`src/rtl/dsp_pkg.sv`:
```
package dsp_pkg;

    // Frame geometry
    localparam int num_lanes = 4;
    localparam int win_len   = 2 * num_lanes;
    localparam int ffe_taps  = 3;
    localparam int chan_taps = 3;

    // Stage depths of the three history buffers
    localparam int code_depth = 4;
    localparam int bit_depth  = 5;
    localparam int err_depth  = 2;

    localparam int code_width     = 8;
    localparam int weight_width   = 8;
    localparam int ffe_est_width  = 18;
    localparam int chan_tap_width = 8;
    localparam int est_code_width = 11;
    localparam int err_width      = 12;
    localparam int energy_width   = 26;
    localparam int shift_width    = 3;

    typedef logic signed [code_width-1:0]     code_t;
    typedef logic signed [weight_width-1:0]   weight_t;
    typedef logic signed [ffe_est_width-1:0]  ffe_est_t;
    typedef logic signed [chan_tap_width-1:0] chan_tap_t;
    typedef logic signed [est_code_width-1:0] est_code_t;
    typedef logic signed [err_width-1:0]      err_t;
    typedef logic signed [energy_width-1:0]   energy_t;

    // Right-shift amount, applied arithmetically
    typedef logic [shift_width-1:0] shift_t;

    // Detector verdict, code 3 is never produced
    typedef logic [1:0] err_pos_t;

    localparam err_pos_t pos_no_flip   = 2'd0;
    localparam err_pos_t pos_flip_this = 2'd1;
    localparam err_pos_t pos_flip_next = 2'd2;
    localparam err_pos_t pos_unused    = 2'd3;

endpackage : dsp_pkg

```
`src/rtl/comb_ffe.sv`:
```
`timescale 1ns/1ps

module comb_ffe
    import dsp_pkg::*;
(
    input  code_t    codes_i   [win_len-1:0],
    input  weight_t  weights_i [ffe_taps-1:0],
    input  shift_t   shift_i,
    output ffe_est_t est_o     [num_lanes-1:0]
);

    ffe_est_t acc [num_lanes-1:0];

    // FIR over the newer half of the window, taps reach back into the older frame
    always_comb begin
        for (int l = 0; l < num_lanes; l++) begin
            acc[l] = '0;
            for (int j = 0; j < ffe_taps; j++) begin
                acc[l] = acc[l]
                       + ffe_est_t'(codes_i[num_lanes+l-j]) * ffe_est_t'(weights_i[j]);
            end
        end
    end

    // Shift only after full-precision accumulation
    always_comb begin
        for (int l = 0; l < num_lanes; l++) begin
            est_o[l] = acc[l] >>> shift_i;
        end
    end

endmodule : comb_ffe

```
`config.mk`:
```
export PLATFORM = sky130hd
export DESIGN_NAME = comb_ffe
export DESIGN_NICKNAME = d
export VERILOG_FILES = /design/src/rtl/dsp_pkg.sv /design/src/rtl/comb_ffe.sv
export SDC_FILE = /design/constraint.sdc
export NUM_CORES = 2
export LEC_CHECK = 0
export ABC_AREA = 1
export BUFFER_PORTS_ARGS = -buffer_cell sky130_fd_sc_hd__buf_2
export CAP_MARGIN = 5
export CORE_ASPECT_RATIO = 0.7
export CORE_MARGIN = 2
export CORE_UTILIZATION = 50
export DETAILED_ROUTE_END_ITERATION = 8
export PLACE_DENSITY = 0.67
export SLEW_MARGIN = 20
export SYNTH_ARGS = -nofsm -noshare
export SYNTH_HDL_FRONTEND = slang
export SYNTH_SLANG_ARGS = --single-unit
export TNS_END_PERCENT = 30
```
`constraint.sdc`:
```
create_clock -name vclk -period 10.26
set_input_delay 2.052 -clock vclk [all_inputs]
set_output_delay 2.052 -clock vclk [all_outputs]
set_load 0.02 [all_outputs]
```
==> results.toml <==
[status]
outcome = "completed"

[synth]
yosys.area_share.simple = 0.178
synth_top_family_by_area = "adder cells"
synth_compound_area_frac = 0.0216
ys_seq_area_frac = 0
yosys.area_share.xor_xnor = 0.00763
syn_inst = 4763
synth.distinct_cells = 38
synthesis.nets = 6079
synthTopCellsByCount = "1575 x inv_1, 1153 x nand2_1, 933 x fa_1, 292 x ha_1, 250 x nand3_1"
yosys.area.top_type_share = 0.509
yosys.area.top_type = "fa_1"
synth_fa_ha_area_frac = 0.608
muxShareOfSynthArea = 0.00354
synth-warning-count = 0
synthTopCellsByArea = "fa_1 51%, inv_1 16%, nand2_1 12%"
syn-cell-area_sq_um = 36700
synth.most_common_cell = "inv_1"
syn_avg_cell_area_sq_um = 7.71

[sta]
slew_headroom = 0.320
period_needed_ns = 10.26
fmax_mhz = 97.5
tightestPinTransition_ns = 1.02
hold_violations = 0
report.final.slew_viol_count = 0
setup_viol = 0
rsz0062_at_grt = "yes"
period_share = 1.00

[final_layout]
layout.cells.non_filler = 6150
multiInputGateArea_sq_um = 31700
fin_nets = 6489
drive_above_1_share = 0.194
clkbuf_count = 0
seq_cells = 0
final-seq-area_sq_um = 0
syn_to_final_growth_pct = 19.8
nFillCells = 6461

[global_routing]
track_usage = 0.286
grt_max_degree = 68
grt_pass1_wl_microns = 169000
grt_pass1_vias = 32300
antenna_found_initial = 4
grt_overflow_total = 0

[worst_setup_path]
required_ns = 8.21
path_class = "input pin to output port"
critPathMaxFanout = 8
end_kind = "output port"
cpMostUsedCell = "fa_1"
cp.arrival_ns = 8.21
cp_slowest_cell = "fa_1"
slowest_delay_ns = 0.52
critPathLaunchType = "input pin"

[routing]
postRouteAntennaNets = 0
remaining_drc_errors = 0
dr.first_iter.drc_count = 2168
viasPerCell = 4.93
vias = 30300
dr.pass1.iters = 8
wl_per_cell_microns = 17.1
wl_microns = 105000

[placement]
place_inst = 6096
gp_congestion = 0.943
io_buffers = 147
dp_hpwl_microns = 88900

[floorplan]
coreArea_sq_um = 73000
die_x_microns = 328
dieArea_sq_um = 75700
io-pin-count = 163
fp-row-count = 83
start_util = 0.503
die_h_microns = 231

[run]
maxCapViolations = 0

[min_path]
min_path_cells = 5
hold_class = "input pin to output port"

[clocking]
hold_buffers = 0
[final cells by class]
type                       count  area share
multi-input combinational   3002       0.720
inverter                    1576       0.135
timing repair buffer         593       0.117
tap                          977      0.0278
antenna                        2    0.000114
[layout by cell type, fill, tap and decap left out, types with 4 or more instances in the layout]
master	synthesis	routed
nand3_1	250	191
xor2_1	18	9
buf_12	0	56
inv_2	1	51
buf_4	1	391
o211ai_1	6	6
a21oi_1	44	14
nand2_4	0	6
nand2_2	10	62
a21oi_2	6	27
nand3b_1	8	8
o21ai_0	34	21
buf_6	0	43
xnor2_1	14	12
buf_2	15	93
ha_1	292	244
a31oi_1	5	4
a21o_1	5	5
nor2_1	113	91
xor2_2	0	9
mux2i_1	13	12
fa_2	0	48
nand2_1	1153	1095
fa_1	933	885
or2_1	11	11
a21oi_4	0	9
o21ai_2	8	15
nand4_1	13	13
o21ai_1	9	14
nor2_2	2	22
o21bai_1	8	6
or2_2	31	29
buf_8	0	5
inv_1	1575	1519
nand3_2	3	62
ha_4	0	47
[final timing paths]
check,start,endpoint,slack [ns]
worst max-delay path,codes_i[39],est_o[49],0.002
worst min-delay path,shift_i[2],est_o[48],4.87
[metrics by stage]
stage | util | cell area, sq um | setup TNS (ns) | hold WS (ns) | setup slack [ns]
2_1_floorplan | - | 36700 | 0 | 4.38 | 0.270
3_3_place_gp | 0.569 | 41500 | -5.01 | 4.83 | -0.203
3_5_place_dp | 0.569 | 41500 | -6.56 | 4.83 | -0.221
4_1_cts | 0.580 | 42400 | -0.0228 | 4.85 | -0.0120
5_1_grt | 0.603 | 44000 | -8.99 | 4.90 | -0.247
6_report | 0.603 | 44000 | 0 | 4.87 | 0.00189
[critical path: cells and delay by family]
kind / cells / cell delay, ns
fa+ha+maj: 8 / 3.81
simple gates: 10 / 1.17
buf+inv: 11 / 1.15
[metal layers]
layer  share of wire  GRT usage
met5         0.00040          0
met4           0.036     0.0955
met3           0.087     0.0606
met2            0.47      0.465
met1            0.40      0.382
[cell families (layout without fill, tap and decap cells)]
logic type / after synthesis / in the layout
AO/OA/AOI/OAI: 133 / 133
XOR/XNOR: 32 / 32
adder cells (fa/ha/maj): 1225 / 1225
buffers and inverters: 1761 / 2169
multiplexers: 13 / 13
other: 0 / 2
AND/OR/NAND/NOR: 1599 / 1599
[what timing repair did]
item / 4_1_cts / 5_1_grt
buffers inserted: 16 / 34
setup endpoints to repair: 59 / 72
cloned: 1 / 1
pin swaps: 52 / 216
resized for setup: 150 / 366
