<file path="src/rtl/dsp_pkg.sv">
package dsp_pkg;

    // Frame geometry
    localparam int num_lanes = 4;
    localparam int win_len   = 2 * num_lanes;
    localparam int ffe_taps  = 3;
    localparam int chan_taps = 3;

    // Stage depths of the three history buffers
    localparam int code_depth = 4;
    localparam int bit_depth  = 5;
    localparam int err_depth  = 2;

    localparam int code_width     = 8;
    localparam int weight_width   = 8;
    localparam int ffe_est_width  = 18;
    localparam int chan_tap_width = 8;
    localparam int est_code_width = 11;
    localparam int err_width      = 12;
    localparam int energy_width   = 26;
    localparam int shift_width    = 3;

    typedef logic signed [code_width-1:0]     code_t;
    typedef logic signed [weight_width-1:0]   weight_t;
    typedef logic signed [ffe_est_width-1:0]  ffe_est_t;
    typedef logic signed [chan_tap_width-1:0] chan_tap_t;
    typedef logic signed [est_code_width-1:0] est_code_t;
    typedef logic signed [err_width-1:0]      err_t;
    typedef logic signed [energy_width-1:0]   energy_t;

    // Right-shift amount, applied arithmetically
    typedef logic [shift_width-1:0] shift_t;

    // Detector verdict, code 3 is never produced
    typedef logic [1:0] err_pos_t;

    localparam err_pos_t pos_no_flip   = 2'd0;
    localparam err_pos_t pos_flip_this = 2'd1;
    localparam err_pos_t pos_flip_next = 2'd2;
    localparam err_pos_t pos_unused    = 2'd3;

endpackage : dsp_pkg

</file>
<file path="src/rtl/channel_filter.sv">
`timescale 1ns/1ps

module channel_filter
    import dsp_pkg::*;
(
    input  logic      bits_i     [win_len-1:0],
    input  chan_tap_t taps_i     [chan_taps-1:0],
    input  shift_t    shift_i,
    output est_code_t est_code_o [num_lanes-1:0]
);

    est_code_t tap_ext [chan_taps-1:0];
    est_code_t sum     [num_lanes-1:0];

    always_comb begin
        for (int j = 0; j < chan_taps; j++) begin
            tap_ext[j] = est_code_t'(taps_i[j]);
        end
    end

    // Bit 1 contributes +tap, bit 0 contributes -tap
    always_comb begin
        for (int l = 0; l < num_lanes; l++) begin
            sum[l] = '0;
            for (int j = 0; j < chan_taps; j++) begin
                if (bits_i[num_lanes+l-j]) begin
                    sum[l] = sum[l] + tap_ext[j];
                end else begin
                    sum[l] = sum[l] - tap_ext[j];
                end
            end
        end
    end

    always_comb begin
        for (int l = 0; l < num_lanes; l++) begin
            est_code_o[l] = sum[l] >>> shift_i;
        end
    end

endmodule : channel_filter

</file>
<file path="config.mk">
export PLATFORM = sky130hd
export DESIGN_NAME = channel_filter
export DESIGN_NICKNAME = d
export VERILOG_FILES = /design/src/rtl/dsp_pkg.sv /design/src/rtl/channel_filter.sv
export SDC_FILE = /design/constraint.sdc
export NUM_CORES = 1
export LEC_CHECK = 0
export BUFFER_PORTS_ARGS = -buffer_cell sky130_fd_sc_hd__clkbuf_2
export CORE_MARGIN = 3
export CORE_UTILIZATION = 25
export DETAILED_ROUTE_END_ITERATION = 6
export GPL_TIMING_DRIVEN = 0
export PLACE_DENSITY_LB_ADDON = 0.2
export SLEW_MARGIN = 20
export SYNTH_ARGS = -nofsm -noshare
export SYNTH_HDL_FRONTEND = slang
export SYNTH_SLANG_ARGS = --single-unit
</file>
<file path="constraint.sdc">
create_clock -name vclk -period 12.7
set_clock_uncertainty 0.05 [all_clocks]
set_input_delay 2.54 -clock vclk [all_inputs]
set_output_delay 2.54 -clock vclk [all_outputs]
set_load 0.005 [all_outputs]
</file>
==> impl_results.md, run 1 <==
* Main combinational cell family by area after synthesis: simple AND/OR/NAND/NOR gates
* Post-DP HPWL at 19.2 mm
* Post-Layout Cell Count at 1,301
* Vias in the first global route at 6,095
* Netlist Area Pre-Place at 6490 sq um
* Hold path startpoint: shift_i[2]
* DRC viols at 0
* Synth warnings at 0
* Critical Path Start: taps_i[9]
* Io pins at 79
* Netlist cell types at 71
* Post-synthesis mux area share at 0.130
* Top post-synthesis cells by area: ha_1, xor2_1, xnor2_1, nor2_1, mux4_2
* Sequential share of the synthesized area at 0
* DP Cell Count at 1,301
* Number of iterations in the first detailed-routing pass at 5
* Post-Syn Nets at 1,034
* Outcome: completed
* Final period utilization at 0.872
* Die width at 167 um
* Antenna violations before repair at 0
* Final setup TNS at 0 ns
* Register area at 0 sq um
* Setup WS post-layout at 1.63 ns
* Die area at 27,900 sq um
* GRT Total Usage at 0.153
* Cell taking the most area after synthesis: ha_1
* Cell Rows at 58
* CP Class: input pin to output port
* Met1 WL at 11.9 mm
* Starting DRT DRC Count at 443
* Antenna diodes at 0
* Worst Path Arrival at 8.48 ns
* Placer Congestion at 0.850
* Pwr dens at 194 nW/um^2
* Endpoints failing hold at 0
* Pins over their slew limit at 0
* CP Cell Sequence: clkbuf_2 -> nor3_1 -> nor3b_1 -> nor3b_1 -> or2_2 -> clkbuf_1 -> o21ai_0 -> ha_1 -> or3_1 -> a311oi_1 -> nor3_1 -> xor2_1 -> ha_1 -> clkbuf_1 -> nand2_1 -> o41ai_1 -> xnor2_1 -> xnor2_2 -> mux2_1 -> mux2_4 -> clkbuf_2
* Routed wire length per instance at 17.1 um
* Met3 wire len at 856 um
* Max transition margin at 0.452
* RSZ-0062 raised after global routing: false
* Cells after synthesis at 914
* Antenna violation net count after detailed routing at 0
* Simple-gate share of the synthesized area at 0.218
* Synth top area share at 0.148
* Core area at 25,300 sq um
* Worst hold path type: input pin to output port
* Synth top cells by count: nor2_1, xor2_1, ha_1
* Setup Viol. Count Final at 0
* Worst slew pin tran at 0.816 ns
* Worst-path fanout max at 9
* WL met2 at 9.40 mm
* Layout cells sized above 1 at 0.141
* Min cycle time layout at 11.07 ns
* Total gr overflow at 0
* FMAX at 0.0903 GHz
* Vias at 6,437
* Required time of the critical path at 10.11 ns
* Syn avg cell area at 7.10 sq um
* IO buf count at 57
* Compound-cell area share of the yosys netlist at 0.211
* DR top layer: met4
* FILL cells at 2,874
* Max-cap viol count at 0
* Synth Area in Adders at 0.173
* Max incr delay on CP at 0.63 ns
* Number of vias per cell at 4.95
* Seq_cells at 0
* Synth Area in XOR/XNOR at 0.203
* CTS resizes at 0
* Die span in y at 167 um
* Clock buffer count at 0
* Starting Density at 0.256
* Lkg Pwr at 3.14 nW
* Top-count cell post-synth: nor2_1
* First-pass GRT wire length at 34.9 mm
* Crit-path slowest cell: nor3b_1
* CP startpoint kind: input pin
* P&R area growth vs syn at 10.8%
* Nets at 1,093
* WL final at 22.2 mm
* Crit end category: output port
* Hold bufs inserted after CTS at 0
* Largest net degree at the start of global routing at 11
* Dpl ws at 1.60 ns
* Post-CTS Setup Repair Bufs at 0
* Worst IR Drop VDD at 0.0000909 V
[per-stage QoR]
stage	area (sq um)	power, mW	utilization	hold WS [ns]
6_report	7190	1.39	0.284	5.65
5_1_grt	7190	1.55	0.284	5.74
4_1_cts	7190	1.39	0.284	5.67
3_5_place_dp	7190	1.38	0.284	5.67
3_3_place_gp	7190	1.38	0.284	5.68
2_1_floorplan	6490	0.989	-	5.36
[layout make-up]
| cell class | count | area, sq um | share of cell area |
|---|---|---|---|
| buffer | 55 | 244 | 0.0339 |
| inverter | 47 | 176 | 0.0245 |
| multi-input combinational | 812 | 6070 | 0.844 |
| timing repair buffer | 57 | 285 | 0.0397 |
| tap | 330 | 413 | 0.0574 |
[final timing paths]
check	endpoint	slack (ns)	cells past startpoint
setup / recovery	est_code_o[37]	1.63	21
hold / removal	est_code_o[36]	5.65	4
[cell usage in the layout (no fill, tap or decap), types with 3 or more instances in the layout]
master,instances
a31o_2,4
inv_1,44
xor2_1,82
o21bai_1,5
o21a_1,4
nand4_1,3
o21ai_0,56
nor2b_1,9
clkbuf_1,34
o2111ai_1,7
buf_6,3
nor3_1,30
nand2b_1,3
nor3b_1,9
nand3_1,14
a31oi_1,8
or2_2,5
mux4_2,14
a211oi_1,13
a21o_1,17
xnor2_2,3
mux2_2,27
buf_2,12
a21oi_1,61
nor2_1,143
or3_1,7
and2_1,7
and3_1,6
a22o_1,3
ha_1,77
a21boi_0,4
fa_1,8
mux2i_1,16
mux2_1,3
nor4_1,6
nand2_1,52
buf_1,6
xnor2_1,63
clkbuf_2,57
[kinds of logic after synthesis]
logic type,count (synthesis)
buffers and inverters,102
xor gates and xnor gates,148
AOI/OAI and AO/OA,213
and+or+nand+nor,304
adders and majority gates,85
muxes,62
[per-layer routing]
| metal | vias to the layer above | global-route usage |
|---|---|---|
| met1 | 2940 | 0.243 |
| li1 | 3339 | - |
| met3 | 8 | 0.00472 |
| met5 | - | 0 |
| met4 | 0 | 0.00427 |
| met2 | 150 | 0.243 |
[critical path, delay by kind of cell]
kind            cells  cell delay [ns]
simple gates        7             2.58
buf+inv             4             0.84
fa+ha+maj           2             0.53
mux                 2             0.61
compound gates      3             0.78
xor+xnor            3             0.59
[power breakdown]
part | switching [mW] | leakage, nW | total [mW] | internal [mW]
registers | 0 | 0 | 0 | 0
clock network | 0 | 0 | 0 | 0
logic | 0.768 | 3.14 | 1.39 | 0.624
No activity file was read; power rests on OpenSTA's default activity.
==> inputs of run 2 (changes only) <==
--- a/config.mk
+++ b/config.mk
@@ -5,10 +5,10 @@
 export SDC_FILE = /design/constraint.sdc
 export NUM_CORES = 1
 export LEC_CHECK = 0
-export BUFFER_PORTS_ARGS = -buffer_cell sky130_fd_sc_hd__clkbuf_2
-export CORE_MARGIN = 3
+export CORE_MARGIN = 2
 export CORE_UTILIZATION = 25
 export DETAILED_ROUTE_END_ITERATION = 6
+export DONT_BUFFER_PORTS = 1
 export GPL_TIMING_DRIVEN = 0
 export PLACE_DENSITY_LB_ADDON = 0.2
 export SLEW_MARGIN = 20
==> run 2 against run 1 <==
  * Total power fell by 7.4%
  * First-iteration DRC count grew 8.1%
  * Routed wire length fell by 1.1%
  * Clock-buffer cell count stayed put
  * Fmax up 0.78%
  * Critical path type unchanged
  * Largest power group unchanged
==> impl_results.md, run 2 (synthesis gave the netlist of run 1 again) <==
* Core area at 25,300 sq um
* Number of vias per cell at 5.06
* Lkg Pwr at 2.90 nW
* Crit-path leading delay family: simple AND/OR/NAND/NOR gates
* Antenna violation net count after detailed routing at 0
* RSZ-0062 raised after global routing: false
* Routed wire length per instance at 17.7 um
* Nets at 1,036
* Crit end category: output port
* Vias at 6,296
* Pins over their slew limit at 0
* Max incr delay on CP at 0.69 ns
* Starting DRT DRC Count at 479
* First-pass GRT wire length at 33.1 mm
* P&R area growth vs syn at 6.36%
* Register area at 0 sq um
* Endpoints failing hold at 0
* Cell Rows at 58
* Post-CTS Setup Repair Bufs at 0
* Worst IR Drop VDD at 0.0000724 V
* Total gr overflow at 0
* Post-DP HPWL at 19.0 mm
* Worst-path fanout max at 9
* Most common cell after layout, fill and taps aside: nor2_1
* Antenna diodes at 0
* Final setup TNS at 0 ns
* CP startpoint kind: input pin
* CTS resizes at 0
* DRC viols at 0
* CP Cell Sequence: buf_6 -> nor3_1 -> nor3b_1 -> nor3b_1 -> or2_2 -> clkbuf_1 -> o21ai_0 -> ha_1 -> or3_1 -> a311oi_1 -> nor3_1 -> xor2_1 -> ha_1 -> clkbuf_1 -> nand2_1 -> o41ai_1 -> xnor2_1 -> xnor2_2 -> mux2_1 -> mux2_4
* Max transition margin at 0.347
* Vias in the first global route at 5,769
* Largest net degree at the start of global routing at 11
* Worst hold path type: input pin to output port
* Crit-path slowest cell: nor3b_1
* Required time of the critical path at 10.11 ns
* Die area at 27,300 sq um
* Hold bufs inserted after CTS at 0
* Die span in y at 165 um
* Most frequent cells in the layout: nor2_1, xor2_1, ha_1, xnor2_1, a21oi_1
* Io pins at 79
* Worst slew pin tran at 0.972 ns
* WL final at 22.0 mm
* Max-cap viol count at 0
* Worst Path Arrival at 8.40 ns
* Setup Viol. Count Final at 0
* Final Total Pwr at 1.29 mW
* Min cycle time layout at 10.99 ns
* Hold path depth at 3
* Number of iterations in the first detailed-routing pass at 5
* Pwr dens at 187 nW/um^2
* Layout cells sized above 1 at 0.0875
* Antenna violations before repair at 0
* Buffers and inverters on the worst path at 3
* Seq_cells at 0
* CP Class: input pin to output port
* IO buf count at 0
* Critical path depth at 20
* Hold path startpoint: shift_i[1]
* Starting Density at 0.256
* Die width at 165 um
* FILL cells at 2,884
* Final period utilization at 0.865
* FMAX at 0.0910 GHz
* Placer Congestion at 0.829
* Critical Path Start: taps_i[10]
* GRT Total Usage at 0.155
* Hold Slack at 5.46 ns
* Outcome: completed
* Clock buffer count at 0
==> run 2: changes by cell type in the layout (fill, tap and decap cells not counted), sizes merged <==
cell and delta:
clkbuf -57
==> run 2: path summary, 6_finish.rpt <==
| kind | end | slack [ns] |
|---|---|---|
| setup / recovery | est_code_o[37] | 1.71 |
| hold / removal | est_code_o[38] | 5.46 |
==> run 2: power breakdown <==
| part | switching [mW] | internal (mW) |
|---|---|---|
| Combinational | 0.742 | 0.548 |
| Sequential | 0 | 0 |
| Clock | 0 | 0 |
| Total | 0.742 | 0.548 |
==> run 2: area by class of cell <==
cell class / count / area, sq um / share of cell area
multi-input combinational: 812 / 6070 / 0.879
inverter: 47 / 176 / 0.0255
tap: 330 / 413 / 0.0598
buffer: 55 / 244 / 0.0353
==> run 2: per-layer routing <==
metal  wire (um)  global-route usage  vias to the layer above
met2        9010               0.243                      179
li1            -                   -                     3235
met1       11700               0.239                     2868
met3        1090              0.0105                       14
met5           0                   0                        -
met4         185              0.0115                        0
==> run 2: metrics by stage <==
step / setup slack [ns] / utilization / instances / area (sq um)
global placement: 1.79 / 0.273 / 1244 / 6910
floorplan: 3.03 / - / 914 / 6490
detailed placement: 1.82 / 0.273 / 1244 / 6910
CTS: 1.79 / 0.273 / 1244 / 6910
finish: 1.71 / 0.273 / 1244 / 6910
global route: 1.37 / 0.273 / 1244 / 6910
==> run 2: worst min-delay path: stages <==
cell and delay, ns:
nor2_1 0.08, mux2_1 0.22, mux2_4 0.14
